`config.mk`:
```
export PLATFORM = sky130hd
export DESIGN_NAME = pe_debug_top
export DESIGN_NICKNAME = d
export VERILOG_FILES = /design/src/design/dbg_pkg.sv /design/src/design/pkt_event_counters.sv /design/src/design/core_probe.sv /design/src/design/dbg_read_mux.sv /design/src/design/localbus_slave.sv /design/src/design/pe_debug_top.sv
export SDC_FILE = /design/constraint.sdc
export NUM_CORES = 1
export LEC_CHECK = 0
export ABC_AREA = 0
export BUFFER_PORTS_ARGS = -buffer_cell sky130_fd_sc_hd__buf_2
export CAP_MARGIN = 10
export CORE_UTILIZATION = 25
export CTS_CLUSTER_DIAMETER = 80
export DETAILED_ROUTE_END_ITERATION = 7
export PLACE_DENSITY = 0.48
export SLEW_MARGIN = 10
export SYNTH_ARGS = -nofsm -noshare
export SYNTH_HDL_FRONTEND = slang
export SYNTH_SLANG_ARGS = --single-unit
```
`constraint.sdc`:
```
create_clock -name i_clk -period 3.7 [get_ports i_clk]
set_input_delay 0.185 -clock i_clk [delete_from_list [all_inputs] [get_ports i_clk]]
set_output_delay 0.185 -clock i_clk [all_outputs]
set_load 0.02 [all_outputs]
```
`src/design/dbg_pkg.sv`:
```
package dbg_pkg;

  localparam int NUM_PE  = 3;
  localparam int NUM_CNT = 11;

  typedef logic [19:0]       bus_addr_t;
  typedef logic [31:0]       bus_data_t;
  typedef logic [31:0]       cnt_t;
  typedef logic [3:0]        region_t;
  typedef logic [2:0]        offset_t;
  typedef logic [5:0]        reg_id_t;
  typedef logic [8:0]        pe_irq_t;
  typedef logic [3:0]        ready_t;
  typedef logic [3:0]        state_nib_t;
  typedef logic [6:0]        usedw7_t;
  typedef logic [29:0]       usedw30_t;
  typedef logic [NUM_PE-1:0] pe_vec_t;

  localparam region_t REGION_IRQ  = 4'd6;
  localparam region_t REGION_PKT  = 4'd7;
  localparam region_t REGION_DMA  = 4'd8;
  localparam region_t REGION_CORE = 4'd10;

  // counter indices, NUM_CNT-1 is the unused slot
  localparam logic [3:0] CNT_RX_TOTAL = 4'd0;
  localparam logic [3:0] CNT_RX_DMA   = 4'd1;
  localparam logic [3:0] CNT_RX_DRA   = 4'd2;
  localparam logic [3:0] CNT_RX_CONF  = 4'd3;
  localparam logic [3:0] CNT_MUX_DRA  = 4'd4;
  localparam logic [3:0] CNT_MUX_DMA  = 4'd5;
  localparam logic [3:0] CNT_MUX_CONF = 4'd6;
  localparam logic [3:0] CNT_DIST_PE0 = 4'd7;
  localparam logic [3:0] CNT_DIST_PE1 = 4'd8;
  localparam logic [3:0] CNT_DIST_PE2 = 4'd9;

  typedef enum logic [1:0] {
    IDLE,
    PROBE_WAIT,
    RESP_ACK,
    WAIT_END
  } bus_state_e;

endpackage

```
`src/design/pkt_event_counters.sv`:
```
`timescale 1ns/10ps

module pkt_event_counters (
  input  logic             i_clk,
  input  logic             i_rst_n,
  input  dbg_pkg::ready_t  i_rx_inc,
  input  logic             i_mux_inc_dra,
  input  logic             i_mux_inc_dma,
  input  logic             i_mux_inc_conf,
  input  dbg_pkg::pe_vec_t i_dist_inc,
  input  logic [3:0]       i_sel,
  output dbg_pkg::cnt_t    o_count
);

  localparam int NUM_LIVE = dbg_pkg::NUM_CNT - 1;

  dbg_pkg::cnt_t         cnt_q [NUM_LIVE];
  logic [NUM_LIVE-1:0]   inc;

  // flag order follows the counter index scheme
  assign inc = {i_dist_inc, i_mux_inc_conf, i_mux_inc_dma, i_mux_inc_dra, i_rx_inc};

  always_ff @(posedge i_clk or negedge i_rst_n) begin
    if (!i_rst_n) begin
      for (int i = 0; i < NUM_LIVE; i++) begin
        cnt_q[i] <= '0;
      end
    end else begin
      for (int i = 0; i < NUM_LIVE; i++) begin
        if (inc[i]) begin
          // free running, wraps at 2^32
          cnt_q[i] <= cnt_q[i] + dbg_pkg::cnt_t'(1);
        end
      end
    end
  end

  always_comb begin
    o_count = '0;
    if (int'(i_sel) < NUM_LIVE) begin
      o_count = cnt_q[i_sel];
    end
  end

endmodule

```
`src/design/core_probe.sv`:
```
`timescale 1ns/10ps

module core_probe #(
  parameter int PROBE_SETTLE_CYCLES = 2
) (
  input  logic               i_clk,
  input  logic               i_rst_n,
  input  logic               i_start,
  input  dbg_pkg::reg_id_t   i_reg_id,
  input  dbg_pkg::offset_t   i_offset,
  input  dbg_pkg::bus_data_t i_pe_reg_value0,
  input  dbg_pkg::bus_data_t i_pe_reg_value1,
  input  dbg_pkg::bus_data_t i_pe_reg_value2,
  input  dbg_pkg::bus_data_t i_pc0,
  input  dbg_pkg::bus_data_t i_pc1,
  input  dbg_pkg::bus_data_t i_pc2,
  output dbg_pkg::reg_id_t   o_pe_reg_id0,
  output dbg_pkg::reg_id_t   o_pe_reg_id1,
  output dbg_pkg::reg_id_t   o_pe_reg_id2,
  output logic               o_done,
  output dbg_pkg::bus_data_t o_value
);

  localparam int SETTLE_W = $clog2(PROBE_SETTLE_CYCLES + 1);

  logic                busy_q;
  logic [SETTLE_W-1:0] settle_q;
  logic                settle_done;
  dbg_pkg::offset_t    offset_q;
  dbg_pkg::bus_data_t  value_sel;

  assign settle_done = busy_q && (settle_q == SETTLE_W'(PROBE_SETTLE_CYCLES - 1));

  always_comb begin
    case (offset_q)
      3'd0:    value_sel = i_pe_reg_value0;
      3'd1:    value_sel = i_pe_reg_value1;
      3'd2:    value_sel = i_pe_reg_value2;
      3'd4:    value_sel = i_pc0;
      3'd5:    value_sel = i_pc1;
      3'd6:    value_sel = i_pc2;
      default: value_sel = '0;
    endcase
  end

  always_ff @(posedge i_clk or negedge i_rst_n) begin
    if (!i_rst_n) begin
      o_pe_reg_id0 <= '0;
      o_pe_reg_id1 <= '0;
      o_pe_reg_id2 <= '0;
      offset_q     <= '0;
      busy_q       <= 1'b0;
      settle_q     <= '0;
      o_done       <= 1'b0;
    end else begin
      o_done <= settle_done;
      if (i_start) begin
        // same id goes to every core
        o_pe_reg_id0 <= i_reg_id;
        o_pe_reg_id1 <= i_reg_id;
        o_pe_reg_id2 <= i_reg_id;
        offset_q     <= i_offset;
        busy_q       <= 1'b1;
        settle_q     <= '0;
      end else if (settle_done) begin
        busy_q <= 1'b0;
      end else if (busy_q) begin
        settle_q <= settle_q + SETTLE_W'(1);
      end
    end
  end

  // sampled together with the done pulse
  always_ff @(posedge i_clk) begin
    if (settle_done) begin
      o_value <= value_sel;
    end
  end

endmodule

```
`src/design/dbg_read_mux.sv`:
```
`timescale 1ns/10ps

module dbg_read_mux (
  input  dbg_pkg::region_t    i_region,
  input  dbg_pkg::offset_t    i_offset,
  input  dbg_pkg::cnt_t       i_count,
  output logic [3:0]          o_cnt_sel,
  output dbg_pkg::bus_data_t  o_word,
  input  dbg_pkg::ready_t     i_peri_ready,
  input  dbg_pkg::pe_irq_t    i_pe_irq0,
  input  dbg_pkg::pe_irq_t    i_pe_irq1,
  input  dbg_pkg::pe_irq_t    i_pe_irq2,
  input  dbg_pkg::state_nib_t i_mux_state,
  input  dbg_pkg::usedw7_t    i_usedw_dma,
  input  dbg_pkg::usedw7_t    i_usedw_dra,
  input  dbg_pkg::usedw7_t    i_usedw_conf,
  input  logic                i_dist_state,
  input  dbg_pkg::state_nib_t i_out_state,
  input  dbg_pkg::pe_vec_t    i_dma_alf,
  input  dbg_pkg::usedw30_t   i_usedw_dmawr,
  input  dbg_pkg::usedw30_t   i_usedw_pbufrd
);

  // counter lookup, unused slot reads zero
  always_comb begin
    o_cnt_sel = 4'(dbg_pkg::NUM_CNT - 1);
    if (i_region == dbg_pkg::REGION_PKT) begin
      case (i_offset)
        3'd0: o_cnt_sel = dbg_pkg::CNT_RX_TOTAL;
        3'd1: o_cnt_sel = dbg_pkg::CNT_RX_DMA;
        3'd2: o_cnt_sel = dbg_pkg::CNT_RX_DRA;
        3'd3: o_cnt_sel = dbg_pkg::CNT_RX_CONF;
        3'd4: o_cnt_sel = dbg_pkg::CNT_MUX_DRA;
        3'd5: o_cnt_sel = dbg_pkg::CNT_MUX_DMA;
        3'd7: o_cnt_sel = dbg_pkg::CNT_MUX_CONF;
        default: ;
      endcase
    end else if (i_region == dbg_pkg::REGION_DMA) begin
      case (i_offset)
        3'd0: o_cnt_sel = dbg_pkg::CNT_DIST_PE0;
        3'd1: o_cnt_sel = dbg_pkg::CNT_DIST_PE1;
        3'd2: o_cnt_sel = dbg_pkg::CNT_DIST_PE2;
        default: ;
      endcase
    end
  end

  always_comb begin
    o_word = '0;
    case (i_region)
      dbg_pkg::REGION_IRQ: o_word = {1'b0, i_peri_ready, i_pe_irq0, i_pe_irq1, i_pe_irq2};
      dbg_pkg::REGION_PKT: begin
        if (i_offset == 3'd6) begin
          o_word = {4'b0, i_mux_state, 1'b0, i_usedw_dma,
                    1'b0, i_usedw_dra, 1'b0, i_usedw_conf};
        end else begin
          o_word = i_count;
        end
      end
      dbg_pkg::REGION_DMA: begin
        case (i_offset)
          3'd0, 3'd1, 3'd2: o_word = i_count;
          3'd3: o_word = {8'b0, 7'b0, i_dist_state, 4'b0, i_out_state, 5'b0, i_dma_alf};
          3'd6: o_word = {2'b0, i_usedw_dmawr};
          3'd7: o_word = {2'b0, i_usedw_pbufrd};
          default: o_word = '0;
        endcase
      end
      default: o_word = '0;
    endcase
  end

endmodule

```
`src/design/localbus_slave.sv`:
```
`timescale 1ns/10ps

module localbus_slave #(
  parameter int PROBE_SETTLE_CYCLES = 2
) (
  input  logic               i_clk,
  input  logic               i_rst_n,
  input  logic               i_cs,
  input  logic               i_wr_rd,
  input  dbg_pkg::bus_addr_t i_addr,
  input  dbg_pkg::bus_data_t i_word,
  input  logic               i_probe_done,
  input  dbg_pkg::bus_data_t i_probe_value,
  output dbg_pkg::region_t   o_region,
  output dbg_pkg::offset_t   o_offset,
  output dbg_pkg::reg_id_t   o_reg_id,
  output logic               o_probe_start,
  output logic               o_ack_n,
  output dbg_pkg::bus_data_t o_rdata
);

  // probe normally answers after PROBE_SETTLE_CYCLES+1 edges in PROBE_WAIT
  localparam int WAIT_LIMIT = PROBE_SETTLE_CYCLES + 1;
  localparam int WAIT_W     = $clog2(WAIT_LIMIT + 1);

  dbg_pkg::bus_state_e state_q;
  logic [WAIT_W-1:0]   wait_q;

  assign o_region = i_addr[19:16];
  assign o_offset = i_addr[2:0];
  assign o_reg_id = i_addr[13:8];

  // writes never move the core ids
  assign o_probe_start = (state_q == dbg_pkg::IDLE) && !i_cs && !i_wr_rd &&
                         (o_region == dbg_pkg::REGION_CORE);

  always_ff @(posedge i_clk or negedge i_rst_n) begin
    if (!i_rst_n) begin
      state_q <= dbg_pkg::IDLE;
      wait_q  <= '0;
      o_ack_n <= 1'b1;
      o_rdata <= '0;
    end else begin
      case (state_q)
        dbg_pkg::IDLE: begin
          if (!i_cs) begin
            if (o_probe_start) begin
              wait_q  <= '0;
              state_q <= dbg_pkg::PROBE_WAIT;
            end else begin
              o_rdata <= i_word;
              state_q <= dbg_pkg::RESP_ACK;
            end
          end
        end
        dbg_pkg::PROBE_WAIT: begin
          if (i_probe_done) begin
            o_rdata <= i_probe_value;
            state_q <= dbg_pkg::RESP_ACK;
          end else if (wait_q == WAIT_W'(WAIT_LIMIT)) begin
            // lost probe, answer zero rather than hang the bus
            o_rdata <= '0;
            state_q <= dbg_pkg::RESP_ACK;
          end else begin
            wait_q <= wait_q + WAIT_W'(1);
          end
        end
        dbg_pkg::RESP_ACK: begin
          o_ack_n <= 1'b0;
          state_q <= dbg_pkg::WAIT_END;
        end
        dbg_pkg::WAIT_END: begin
          // hold ack and data until the master lets go
          if (i_cs) begin
            o_ack_n <= 1'b1;
            state_q <= dbg_pkg::IDLE;
          end
        end
        default: state_q <= dbg_pkg::IDLE;
      endcase
    end
  end

endmodule

```
`src/design/pe_debug_top.sv`:
```
`timescale 1ns/10ps

module pe_debug_top #(
  parameter int PROBE_SETTLE_CYCLES = 2
) (
  input  logic                i_clk,
  input  logic                i_rst_n,
  input  logic                i_cs,
  input  logic                i_wr_rd,
  input  dbg_pkg::bus_addr_t  i_addr,
  output logic                o_ack_n,
  output dbg_pkg::bus_data_t  o_rdata,
  input  dbg_pkg::ready_t     i_rx_inc,
  input  logic                i_mux_inc_dra,
  input  logic                i_mux_inc_dma,
  input  logic                i_mux_inc_conf,
  input  dbg_pkg::pe_vec_t    i_dist_inc,
  input  dbg_pkg::ready_t     i_peri_ready,
  input  dbg_pkg::pe_irq_t    i_pe_irq0,
  input  dbg_pkg::pe_irq_t    i_pe_irq1,
  input  dbg_pkg::pe_irq_t    i_pe_irq2,
  input  dbg_pkg::state_nib_t i_mux_state,
  input  dbg_pkg::usedw7_t    i_usedw_dma,
  input  dbg_pkg::usedw7_t    i_usedw_dra,
  input  dbg_pkg::usedw7_t    i_usedw_conf,
  input  logic                i_dist_state,
  input  dbg_pkg::state_nib_t i_out_state,
  input  dbg_pkg::pe_vec_t    i_dma_alf,
  input  dbg_pkg::usedw30_t   i_usedw_dmawr,
  input  dbg_pkg::usedw30_t   i_usedw_pbufrd,
  input  dbg_pkg::bus_data_t  i_pe_reg_value0,
  input  dbg_pkg::bus_data_t  i_pe_reg_value1,
  input  dbg_pkg::bus_data_t  i_pe_reg_value2,
  input  dbg_pkg::bus_data_t  i_pc0,
  input  dbg_pkg::bus_data_t  i_pc1,
  input  dbg_pkg::bus_data_t  i_pc2,
  output dbg_pkg::reg_id_t    o_pe_reg_id0,
  output dbg_pkg::reg_id_t    o_pe_reg_id1,
  output dbg_pkg::reg_id_t    o_pe_reg_id2
);

  dbg_pkg::region_t   region;
  dbg_pkg::offset_t   offset;
  dbg_pkg::reg_id_t   reg_id;
  dbg_pkg::bus_data_t word;
  dbg_pkg::bus_data_t probe_value;
  dbg_pkg::cnt_t      count;
  logic [3:0]         cnt_sel;
  logic               probe_start;
  logic               probe_done;

  localbus_slave #(
    .PROBE_SETTLE_CYCLES(PROBE_SETTLE_CYCLES)
  ) u_localbus_slave (
    .i_clk(i_clk),
    .i_rst_n(i_rst_n),
    .i_cs(i_cs),
    .i_wr_rd(i_wr_rd),
    .i_addr(i_addr),
    .i_word(word),
    .i_probe_done(probe_done),
    .i_probe_value(probe_value),
    .o_region(region),
    .o_offset(offset),
    .o_reg_id(reg_id),
    .o_probe_start(probe_start),
    .o_ack_n(o_ack_n),
    .o_rdata(o_rdata)
  );

  dbg_read_mux u_dbg_read_mux (
    .i_region(region),
    .i_offset(offset),
    .i_count(count),
    .o_cnt_sel(cnt_sel),
    .o_word(word),
    .i_peri_ready(i_peri_ready),
    .i_pe_irq0(i_pe_irq0),
    .i_pe_irq1(i_pe_irq1),
    .i_pe_irq2(i_pe_irq2),
    .i_mux_state(i_mux_state),
    .i_usedw_dma(i_usedw_dma),
    .i_usedw_dra(i_usedw_dra),
    .i_usedw_conf(i_usedw_conf),
    .i_dist_state(i_dist_state),
    .i_out_state(i_out_state),
    .i_dma_alf(i_dma_alf),
    .i_usedw_dmawr(i_usedw_dmawr),
    .i_usedw_pbufrd(i_usedw_pbufrd)
  );

  pkt_event_counters u_pkt_event_counters (
    .i_clk(i_clk),
    .i_rst_n(i_rst_n),
    .i_rx_inc(i_rx_inc),
    .i_mux_inc_dra(i_mux_inc_dra),
    .i_mux_inc_dma(i_mux_inc_dma),
    .i_mux_inc_conf(i_mux_inc_conf),
    .i_dist_inc(i_dist_inc),
    .i_sel(cnt_sel),
    .o_count(count)
  );

  core_probe #(
    .PROBE_SETTLE_CYCLES(PROBE_SETTLE_CYCLES)
  ) u_core_probe (
    .i_clk(i_clk),
    .i_rst_n(i_rst_n),
    .i_start(probe_start),
    .i_reg_id(reg_id),
    .i_offset(offset),
    .i_pe_reg_value0(i_pe_reg_value0),
    .i_pe_reg_value1(i_pe_reg_value1),
    .i_pe_reg_value2(i_pe_reg_value2),
    .i_pc0(i_pc0),
    .i_pc1(i_pc1),
    .i_pc2(i_pc2),
    .o_pe_reg_id0(o_pe_reg_id0),
    .o_pe_reg_id1(o_pe_reg_id1),
    .o_pe_reg_id2(o_pe_reg_id2),
    .o_done(probe_done),
    .o_value(probe_value)
  );

endmodule

```
==> impl_metrics.py, run 1 <==
metrics = {
    "timing": {
        "tns_ps": 0,
        "holdWs_ps": 46.8,
        "fin_crit_ps": 2980,
        "finalHoldViolCount": 0,
        "skew_ps": 20.8,
        "slew_headroom_pct": 36.0,
        "fin_crit_sh_pct": 80.5,
        "fmax_ghz": 0.336,
        "setup_viol": 0,
        "drv_slew": 0,
        "rsz0062_at_grt": "false",
        "tightestPinTransition_ps": 959,
    },
    "logic_synthesis": {
        "syn_inst": 2280,
        "avgSynthCellArea_um2": 9.78,
        "synth_warnings": 0,
        "synth_cell_type_count": 81,
        "synth-seq-cells": 402,
        "synth-edff-count": 32,
        "syn-cell-area_um2": 22300,
        "async_reset_ff_share_pct": 92.0,
        "ys_seq_area_share_pct": 45.8,
        "syn_nets": 2646,
        "synthFlopType": "dfrtp_1",
    },
    "setup_path": {
        "path_class": "flop to flop",
        "crit_path_cell_trace": "and3b_1 > buf_4 > a22oi_1 > dlygate4sd3_1 > nand3_1 > dlygate4sd3_1",
        "reg2regPathDepth": 6,
        "ff2ff_setup_slack_ps": 720,
        "cpMostUsedCell": "dlygate4sd3_1",
        "end_kind": "flop",
        "cp-start-kind": "flop",
        "cp.arrival_ps": 3440,
        "worst-path-buf-inv": 3,
        "cp.required_ps": 4160,
        "crit_start": "u_core_probe.offset_q[1]",
        "timing.rr.start": "u_core_probe.offset_q[1]",
        "cpPeakStageDelay_ps": 690,
        "cp_slowest_cell": "and3b_1",
        "endpoint": "u_core_probe.o_value[11]",
        "critPathTopFamily": "buffers and inverters",
        "path_max_fanout": 18,
        "crit_cells": 6,
        "timing.rr.end": "u_core_probe.o_value[11]",
    },
    "layout": {
        "finalNetCount": 3153,
        "multi_input_area_um2": 11400,
        "drive_above_1_share_pct": 21.4,
        "num-fill-cells": 9357,
        "seqCellArea_um2": 10200,
        "area_growth_pct": 28.1,
    },
    "drt": {
        "dr_total_vias": 19900,
        "drc_errors": 6,
        "drtIter0Drc": 1577,
        "wl_per_cell_um": 21.7,
        "drtPass1Iterations": 8,
        "drt-vias-per-instance": 4.98,
        "ant_nets": 0,
        "routed_wl_mm": 86.6,
    },
    "outcome": {
        "violations": "DRC",
        "outcome": "complete, but fails checks",
    },
    "clocking": {
        "cts_resized": 0,
        "clockBufferDepth": 3,
        "clk_latency_ps": 600,
        "clock_sinks": 402,
        "root_buffer": "clkbuf_16",
        "clk_pin_slew_ps": 60,
        "cts_tree": "yes",
        "cts_max_level": 2,
        "cts_buffers": 48,
    },
    "global_routing": {
        "grt_max_degree": 103,
        "grt_pass1_vias": 19100,
        "grt_antenna_before_repair": 6,
        "gr-total-overflow": 0,
        "track_usage_pct": 18.7,
        "grt_pass1_wl_mm": 126,
    },
    "power": {
        "p_leak_nw": 12.5,
        "power_density_nw_per_um2": 527,
        "max-vdd-ir-drop_v": 0.000294,
    },
    "placed_design": {
        "gp_congestion": 0.913,
        "hpwl_mm": 67.0,
        "io_buffers": 393,
    },
    "floorplanning": {
        "dieArea_um2": 90400,
        "start_util_pct": 25.2,
        "die_h_um": 301,
        "coreArea_um2": 88400,
        "ios": 401,
        "num_rows": 109,
        "die_x_um": 301,
    },
    "worst_hold_path": {
        "hp-class": "input port to flop",
        "hp-start": "i_pe_irq0[7]",
    },
    "run": {
        "maxCapViolations": 0,
    },
}
==> registers in the layout (all words and copies together) (netlist names) <==
register,flops
u_core_probe.settle_q,2
u_pkt_event_counters.cnt_q,320
u_localbus_slave.o_rdata,32
u_core_probe.o_done,1
u_localbus_slave.wait_q,2
u_core_probe.busy_q,1
u_core_probe.offset_q,3
u_core_probe.o_value,32
u_localbus_slave.o_ack_n,1
u_core_probe.o_pe_reg_id0,6
u_localbus_slave.state_q,2
==> worst min path at each step <==
| stage | to | slack [ps] | depth (start not counted) |
|---|---|---|---|
| floorplan | u_core_probe.busy_q | -110 | 0 |
| global placement | u_pkt_event_counters.cnt_q[264] | 340 | 1 |
| detailed placement | u_pkt_event_counters.cnt_q[263] | 340 | 1 |
| CTS | u_localbus_slave.o_rdata[18] | 20 | 4 |
| global route | u_localbus_slave.o_rdata[18] | 30 | 4 |
| finish | u_localbus_slave.o_rdata[25] | 50 | 4 |
==> stage by stage <==
stage                     instance area, um^2  cells  utilization (%)  power, mW  setup slack, ps
after floorplan                         22300   2280                -       8.11             1350
after global placement                  25800   3791             29.2       9.74              779
after detailed placement                25800   3791             29.2       9.78              752
after CTS                               28600   3989             32.3       15.2              758
after global routing                    28600   3989             32.3       15.8              555
final                                   28600   3992             32.3       15.0              722
==> routing by layer <==
metal | wire length, um | GRT usage (%) | part of all wire [%]
met5 | 34 | 0 | 0.039
met4 | 2500 | 5.73 | 2.9
met3 | 5900 | 3.90 | 6.8
met2 | 39900 | 29.3 | 46
met1 | 38300 | 25.7 | 44
==> cell usage after synthesis (32+ instances only) <==
cell | n | area [um^2]
nand3_1 | 185 | 926
xnor2_1 | 225 | 1970
xor2_1 | 87 | 762
dfrtp_1 | 369 | 9230
and3_1 | 64 | 400
mux2i_1 | 70 | 701
nand4_1 | 84 | 526
o21ai_0 | 44 | 220
a22oi_1 | 108 | 811
edfxtp_1 | 32 | 961
nand2_1 | 310 | 1160
clkbuf_1 | 63 | 236
nor2_1 | 129 | 484
a21oi_1 | 84 | 420
nor3_1 | 32 | 160
==> cells in the final DEF (no fill, tap or decap), types with 11 or more instances in the layout <==
| cell | n |
|---|---|
| buf_4 | 66 |
| nor2_1 | 127 |
| nor3_1 | 30 |
| and2_1 | 20 |
| a22oi_1 | 108 |
| a21oi_1 | 84 |
| nand4_1 | 84 |
| inv_1 | 24 |
| clkbuf_8 | 12 |
| and3_1 | 64 |
| a222oi_1 | 11 |
| mux2i_1 | 70 |
| ha_1 | 16 |
| xnor2_1 | 225 |
| and4_1 | 30 |
| o211ai_1 | 13 |
| edfxtp_1 | 32 |
| xor2_1 | 87 |
| dfrtp_1 | 369 |
| buf_2 | 392 |
| mux2_2 | 23 |
| clkbuf_16 | 49 |
| o21ai_0 | 44 |
| a211oi_1 | 11 |
| a221oi_1 | 17 |
| dlygate4sd3_1 | 111 |
| clkbuf_1 | 11 |
| nand2_1 | 310 |
| nand3_1 | 185 |
| o2111ai_1 | 11 |
==> area by class of cell <==
class | count | area share, %
clock buffer | 72 | 5.02
timing repair buffer | 578 | 13.1
inverter | 26 | 0.342
antenna | 3 | 0.0263
sequential | 402 | 35.8
clock inverter | 15 | 0.653
tap | 1165 | 5.10
multi-input combinational | 1731 | 40.0
==> power breakdown <==
part           switching (mW)  internal [mW]  leakage (nW)
registers               0.726           5.10          5.26
logic                    2.42           1.89          6.45
clock network            1.98           2.94         0.796
total                    5.12           9.93          12.5
==> tightest hold or removal path: stages <==
cell,delay (ps)
buf_2,80
a21oi_1,60
o2111ai_1,100
o2111a_1,180
==> cells by family after synthesis <==
kind of cell / Yosys count / share of synthesized area (%)
compound gates: 397 / 13.2
xor+xnor: 312 / 12.3
fa+ha+maj: 16 / 0.898
buf+inv: 147 / 3.20
flops: 402 / 45.8
mux: 93 / 4.30
simple gates: 913 / 20.2
==> repair_timing <==
item                                   CTS  global route
setup buffers                            0             0
endpoints found under the hold margin  178             0
hold buffers                           111             0
No activity file was read; power rests on OpenSTA's default activity.
==> run 2, diff against run 1 <==
==> constraint.sdc (replaced) <==
create_clock -name i_clk -period 3.04 [get_ports i_clk]
set_input_delay 0.152 -clock i_clk [delete_from_list [all_inputs] [get_ports i_clk]]
set_output_delay 0.152 -clock i_clk [all_outputs]
set_load 0.02 [all_outputs]
==> run 2 against run 1 <==
  * The run now ends clean
  * Final area increased by 1.3%
  * Critical path type unchanged
  * Total power is 21% higher
  * Flip-flop and latch count unchanged
  * Via count increased by 1.4%
  * Worst hold slack worse by 25 ps
  * Sequential power increased by 22%
==> impl_metrics.py, run 2 (synthesized netlist as in run 1, its figures left out) <==
metrics = {
    "outcome": {
        "outcome": "finished clean",
    },
    "floorplanning": {
        "start_util_pct": 25.2,
        "coreArea_um2": 88400,
        "die_h_um": 301,
        "dieArea_um2": 90400,
        "ios": 401,
        "num_rows": 109,
        "die_x_um": 301,
    },
    "drt": {
        "ant_nets": 0,
        "drtIter0Drc": 1844,
        "routed_wl_mm": 88.4,
        "dr_total_vias": 20200,
        "drc_errors": 0,
        "drtPass1Iterations": 7,
        "wl_per_cell_um": 21.9,
        "drt-vias-per-instance": 4.99,
    },
    "placed_design": {
        "io_buffers": 393,
        "dp.cells": 3830,
        "gp_congestion": 0.910,
        "hpwl_mm": 68.8,
        "pre_cts_slack_ps": 211,
    },
    "timing": {
        "rsz0062_at_grt": "false",
        "tightestPinTransition_ps": 1010,
        "worst_slack_ps": 147,
        "holdWs_ps": 21.9,
        "slew_headroom_pct": 33.0,
        "fmax_ghz": 0.346,
        "skew_ps": 14.0,
        "finalHoldViolCount": 0,
        "fin_crit_ps": 2890,
        "setup_viol": 0,
        "tns_ps": 0,
        "fin_crit_sh_pct": 95.2,
        "drv_slew": 0,
    },
    "layout": {
        "finalNetCount": 3206,
        "reg.largest.list": "u_pkt_event_counters.cnt_q: 320 flops, u_core_probe.o_value: 32 flops, u_localbus_slave.o_rdata: 32 flops",
        "mostFrequentLayoutCell": "buf_2",
        "largest_register_ffs": 320,
        "final_cells": 4045,
        "area_growth_pct": 29.9,
        "largest_register": "u_pkt_event_counters.cnt_q",
        "mostFrequentLayoutCells": "buf_2 (392), dfrtp_1 (369), nand2_1 (310), xnor2_1 (225), nand3_1 (185)",
        "drive_above_1_share_pct": 22.2,
    },
    "setup_path": {
        "crit_cells": 6,
        "path_max_fanout": 15,
        "worst-path-buf-inv": 3,
        "cpMostUsedCell": "dlygate4sd3_1",
        "cpPeakStageDelay_ps": 610,
        "cp.arrival_ps": 3340,
        "crit_start": "u_core_probe.offset_q[2]",
        "path_class": "flop to flop",
        "critPathTopFamily": "buffers and inverters",
        "cp.required_ps": 3490,
        "cp_slowest_cell": "dlygate4sd3_1",
        "reg2regPathDepth": 6,
        "end_kind": "flop",
        "cp-start-kind": "flop",
        "timing.rr.start": "u_core_probe.offset_q[2]",
        "crit_path_cell_trace": "nor3_2 > buf_4 > a22oi_1 > dlygate4sd3_1 > nand3_1 > dlygate4sd3_1",
    },
    "clocking": {
        "cts_tree": "yes",
        "clockBufferDepth": 3,
        "root_buffer": "clkbuf_16",
        "clock_sinks": 402,
        "cts_buffers": 47,
        "cts_max_level": 2,
        "clk_pin_slew_ps": 60,
        "post-cts-setup-buffers": 0,
        "clk_latency_ps": 590,
    },
    "power": {
        "combPwrFrac_pct": 29.6,
        "max-vdd-ir-drop_v": 0.000343,
        "intPower_mw": 12.0,
        "p_leak_nw": 12.7,
        "p_clk_share_pct": 31.4,
        "power_density_nw_per_um2": 630,
        "power.share.sequential_pct": 39.0,
        "p_switching_mw": 6.20,
        "power.share.switching_pct": 34.0,
    },
    "global_routing": {
        "grt_antenna_before_repair": 11,
        "gr-total-overflow": 0,
        "grt_pass1_vias": 19400,
        "grt_pass1_wl_mm": 129,
        "track_usage_pct": 19.1,
        "grt_max_degree": 94,
    },
    "worst_hold_path": {
        "hp-class": "input port to flop",
        "holdPathStages": 4,
        "hp-start": "i_pe_irq0[4]",
    },
    "run": {
        "maxCapViolations": 0,
    },
}
-- run 2: changes by cell type in the layout (fill, tap and decap cells not counted), moves of 2 or more --
cell,before,now
and3b_1,5,3
and3b_2,0,2
buf_12,8,10
buf_4,66,103
clkbuf_1,11,17
clkbuf_8,12,8
clkinv_2,5,7
dlygate4sd3_1,111,126
inv_6,3,0
-- run 2: what timing repair did --
action	4_1_cts	5_1_grt
gates resized for setup	0	2
endpoints found under the hold margin	149	0
hold buffers	126	0
setup endpoints to repair	0	4
-- run 2: layer usage --
metal / share of wire (%) / wire length [um] / GRT usage [%] / up-vias
met5: 0.066 / 58 / 0 / -
met4: 2.8 / 2450 / 5.83 / 10
met3: 6.2 / 5470 / 3.22 / 122
met2: 47 / 41300 / 30.7 / 684
met1: 44 / 39100 / 26.2 / 9950
li1: - / - / - / 9399
-- run 2: stage by stage --
step | power [mW] | area, um^2 | util (%)
detailed placement | 12.1 | 26100 | 29.6
CTS | 18.4 | 28900 | 32.7
finish | 18.2 | 28900 | 32.8
global placement | 12.0 | 26100 | 29.6
floorplan | 9.87 | 22300 | -
global route | 19.1 | 28900 | 32.7
-- run 2: power groups by stage --
stage | clock network [mW] | logic [mW] | registers (mW)
3_3_place_gp | 0 | 4.81 | 7.21
5_1_grt | 6.08 | 5.85 | 7.22
4_1_cts | 5.87 | 5.40 | 7.11
2_1_floorplan | 0 | 2.77 | 7.10
3_5_place_dp | 0 | 4.86 | 7.19
6_report | 5.73 | 5.39 | 7.11
-- run 2: layout make-up --
cell class | count | area [um^2]
Multi-Input combinational cell | 1731 | 11400
Sequential cell | 402 | 10200
Clock buffer | 74 | 1400
Antenna cell | 3 | 7.51
Timing Repair Buffer | 632 | 4210
Fill cell | 9263 | 59400
Inverter | 26 | 97.6
Tap cell | 1165 | 1460
Clock inverter | 12 | 133
-- run 2: final timing paths --
path / end / slack [ps]
max in group asynchronous: u_pkt_event_counters.cnt_q[114] / 1910
max: u_core_probe.o_value[21] / 150
min reg2reg: u_pkt_event_counters.cnt_q[63] / 470
min: u_localbus_slave.o_rdata[22] / 20
min in group asynchronous: u_pkt_event_counters.cnt_q[258] / 160
max reg2reg: u_core_probe.o_value[21] / 150
-- run 2: worst min-delay path: cells and delay by family --
kind | cells | cell delay (ps)
compound gates | 3 | 350
buf+inv | 1 | 80
==> run 3, diff against run 2 <==
--- a/config.mk
+++ b/config.mk
@@ -6,12 +6,12 @@
 export NUM_CORES = 1
 export LEC_CHECK = 0
 export ABC_AREA = 0
-export BUFFER_PORTS_ARGS = -buffer_cell sky130_fd_sc_hd__buf_2
 export CAP_MARGIN = 10
 export CORE_UTILIZATION = 25
 export CTS_CLUSTER_DIAMETER = 80
 export DETAILED_ROUTE_END_ITERATION = 7
-export PLACE_DENSITY = 0.48
+export DONT_BUFFER_PORTS = 1
+export PLACE_DENSITY = 0.44
 export SLEW_MARGIN = 10
 export SYNTH_ARGS = -nofsm -noshare
 export SYNTH_HDL_FRONTEND = slang
==> run 3 against run 2 <==
  * Global-route usage is essentially flat
  * Largest cell class unchanged
  * Flip-flop and latch count unchanged
  * The flow now finishes with violations (hold timing, slew limit)
  * Core utilization fell by 1.4 points
  * Clock power increased by 14%
  * Final cell count is 8.4% lower
==> impl_metrics.py, run 3 (synthesized netlist as in run 1, its figures left out) <==
metrics = {
    "layout": {
        "utilization_pct": 31.3,
        "multi_input_area_um2": 11400,
        "area_growth_pct": 24.2,
        "final_cells": 3705,
        "drive_above_1_share_pct": 10.0,
        "largest_register_ffs": 320,
        "seqCellArea_um2": 10200,
        "largest_register": "u_pkt_event_counters.cnt_q",
        "reg.largest.list": "u_pkt_event_counters.cnt_q: 320 flops, u_core_probe.o_value: 32 flops, u_localbus_slave.o_rdata: 32 flops",
        "num-fill-cells": 9072,
        "finalNetCount": 2866,
        "mostFrequentLayoutCell": "dfrtp_1",
        "mostFrequentLayoutCells": "dfrtp_1 (369), nand2_1 (310), xnor2_1 (225), nand3_1 (185), dlygate4sd3_1 (184)",
    },
    "global_routing": {
        "gr-total-overflow": 0,
        "track_usage_pct": 19.1,
        "grt_pass1_vias": 18900,
        "use_met3_pct": 3.81,
        "grt_max_degree": 371,
        "grt_busiest_layer": "met2",
        "grt_pass1_wl_mm": 128,
        "grt.met1_usage_pct": 26.0,
        "grt_antenna_before_repair": 7,
        "met2_usage_pct": 30.5,
    },
    "timing": {
        "fmax_ghz": 0.338,
        "tightestPinTransition_ps": 1790,
        "slew_headroom_pct": -19.1,
        "fin_crit_sh_pct": 97.2,
        "drv_slew": 157,
        "worst_slack_ps": 84.0,
        "fin_crit_ps": 2960,
        "holdWs_ps": -667,
        "finalHoldViolCount": 369,
        "skew_ps": 23.6,
        "setup_viol": 0,
        "rsz0062_at_grt": "false",
    },
    "clocking": {
        "cts_tree": "yes",
        "post-cts-setup-buffers": 0,
        "cts_hold_buffers": 184,
        "clk_latency_ps": 590,
        "clock_sinks": 402,
        "root_buffer": "clkbuf_16",
        "cts_buffers": 49,
        "clockBufferDepth": 3,
        "cts_max_level": 2,
        "clk_pin_slew_ps": 60,
    },
    "outcome": {
        "outcome": "complete, but fails checks",
        "violations": "hold timing, slew limit",
    },
    "floorplanning": {
        "ios": 401,
        "coreArea_um2": 88400,
        "dieArea_um2": 90400,
        "num_rows": 109,
        "start_util_pct": 25.2,
        "die_x_um": 301,
        "die_h_um": 301,
    },
    "power": {
        "max-vdd-ir-drop_v": 0.000412,
        "power.share.switching_pct": 32.7,
        "intPower_mw": 12.5,
        "combPwrFrac_pct": 24.7,
        "power_density_nw_per_um2": 671,
        "p_leak_nw": 11.4,
        "p_clk_share_pct": 35.1,
        "p_switching_mw": 6.07,
        "power.share.sequential_pct": 40.2,
        "p_total_mw": 18.6,
    },
    "setup_path": {
        "reg2regPathDepth": 9,
        "worst-path-buf-inv": 3,
        "path_class": "flop to flop",
        "cp-start-kind": "flop",
        "crit_start": "u_localbus_slave.state_q[1]",
        "cp.required_ps": 3480,
        "path_max_fanout": 26,
        "crit_path_cell_trace": "inv_1 > ha_1 > buf_4 > and2_2 > buf_6 > a222oi_1 > o211ai_1 > a311oi_2 > nor3_1",
        "cpPeakStageDelay_ps": 570,
        "cp_slowest_cell": "a311oi_2",
        "crit_cells": 9,
        "critPathTopFamily": "compound AO/OA/AOI/OAI gates",
        "cp.arrival_ps": 3400,
        "end_kind": "flop",
        "timing.rr.start": "u_localbus_slave.state_q[1]",
    },
    "drt": {
        "wl_per_cell_um": 24.0,
        "routed_wl_mm": 88.8,
        "drt-vias-per-instance": 5.23,
        "dr_total_vias": 19400,
        "drtPass1Iterations": 6,
        "drc_errors": 0,
        "drtIter0Drc": 1806,
        "ant_nets": 0,
    },
    "run": {
        "maxCapViolations": 0,
    },
    "placed_design": {
        "dp.cells": 3430,
        "hpwl_mm": 66.5,
        "gp_congestion": 0.851,
        "pre_cts_slack_ps": -107,
        "io_buffers": 0,
    },
    "worst_hold_path": {
        "hp-class": "input port to asynchronous set/reset pin",
    },
}
[run 3: cell count changes in the layout (fill, tap and decap cells not counted), sizes merged]
cell | before | now
diode | 3 | 5
clkinv | 11 | 8
bufinv | 3 | 9
clkbuf | 74 | 71
buf | 506 | 106
dlygate4sd3 | 126 | 184
[run 3: final cells by class]
cell class | instances | share of cell area, %
multi-input combinational | 1731 | 41.3
sequential | 402 | 36.9
timing repair buffer | 290 | 9.68
clock buffer | 71 | 5.32
tap | 1165 | 5.27
clock inverter | 15 | 1.08
inverter | 26 | 0.353
antenna | 5 | 0.0452
[run 3: final timing paths]
check / endpoint / slack [ps]
max in group asynchronous: u_localbus_slave.o_rdata[15] / 2340
setup / recovery: u_localbus_slave.o_rdata[1] / 80
hold reg to reg: u_pkt_event_counters.cnt_q[63] / 470
min in group i_clk: u_localbus_slave.o_rdata[10] / 10
hold / removal: u_pkt_event_counters.cnt_q[257] / -670
setup reg to reg: u_localbus_slave.o_rdata[1] / 80
[run 3: through the flow]
step | instance area [um^2] | TNS (ps)
after global routing | 27700 | 0
after floorplan | 22300 | 0
after detailed placement | 24000 | -107
after CTS | 27700 | 0
final | 27700 | 0
after global placement | 24000 | -86.3
[run 3: worst reg2reg max path, delay by kind of cell (launching register included)]
kind,cells,cell delay [ps]
flip-flops,1,400
adder cells (fa/ha/maj),1,270
buffers and inverters,3,530
AND/OR/NAND/NOR,2,370
AO/OA/AOI/OAI,3,1250
[run 3: per-layer routing]
metal / share of wire [%] / vias up
li1: - / 8721
met1: 44 / 9696
met2: 46 / 788
met3: 6.8 / 170
met4: 3.1 / 6
met5: 0.051 / -
[run 3: power by group through the flow]
| stage | registers [mW] | logic [mW] | clock network (mW) |
|---|---|---|---|
| final | 7.46 | 4.59 | 6.52 |
| after global routing | 7.59 | 4.97 | 6.84 |
| after CTS | 7.48 | 4.53 | 6.65 |
| after detailed placement | 7.56 | 3.84 | 0 |
| after global placement | 7.55 | 3.74 | 0 |
| after floorplan | 7.10 | 2.77 | 0 |
[run 3: repair_timing]
action	4_1_cts	5_1_grt
gates resized for setup	1	4
hold endpoints to repair	505	370
setup endpoints to repair	1	8
pin swaps	0	1
gates cloned	0	0
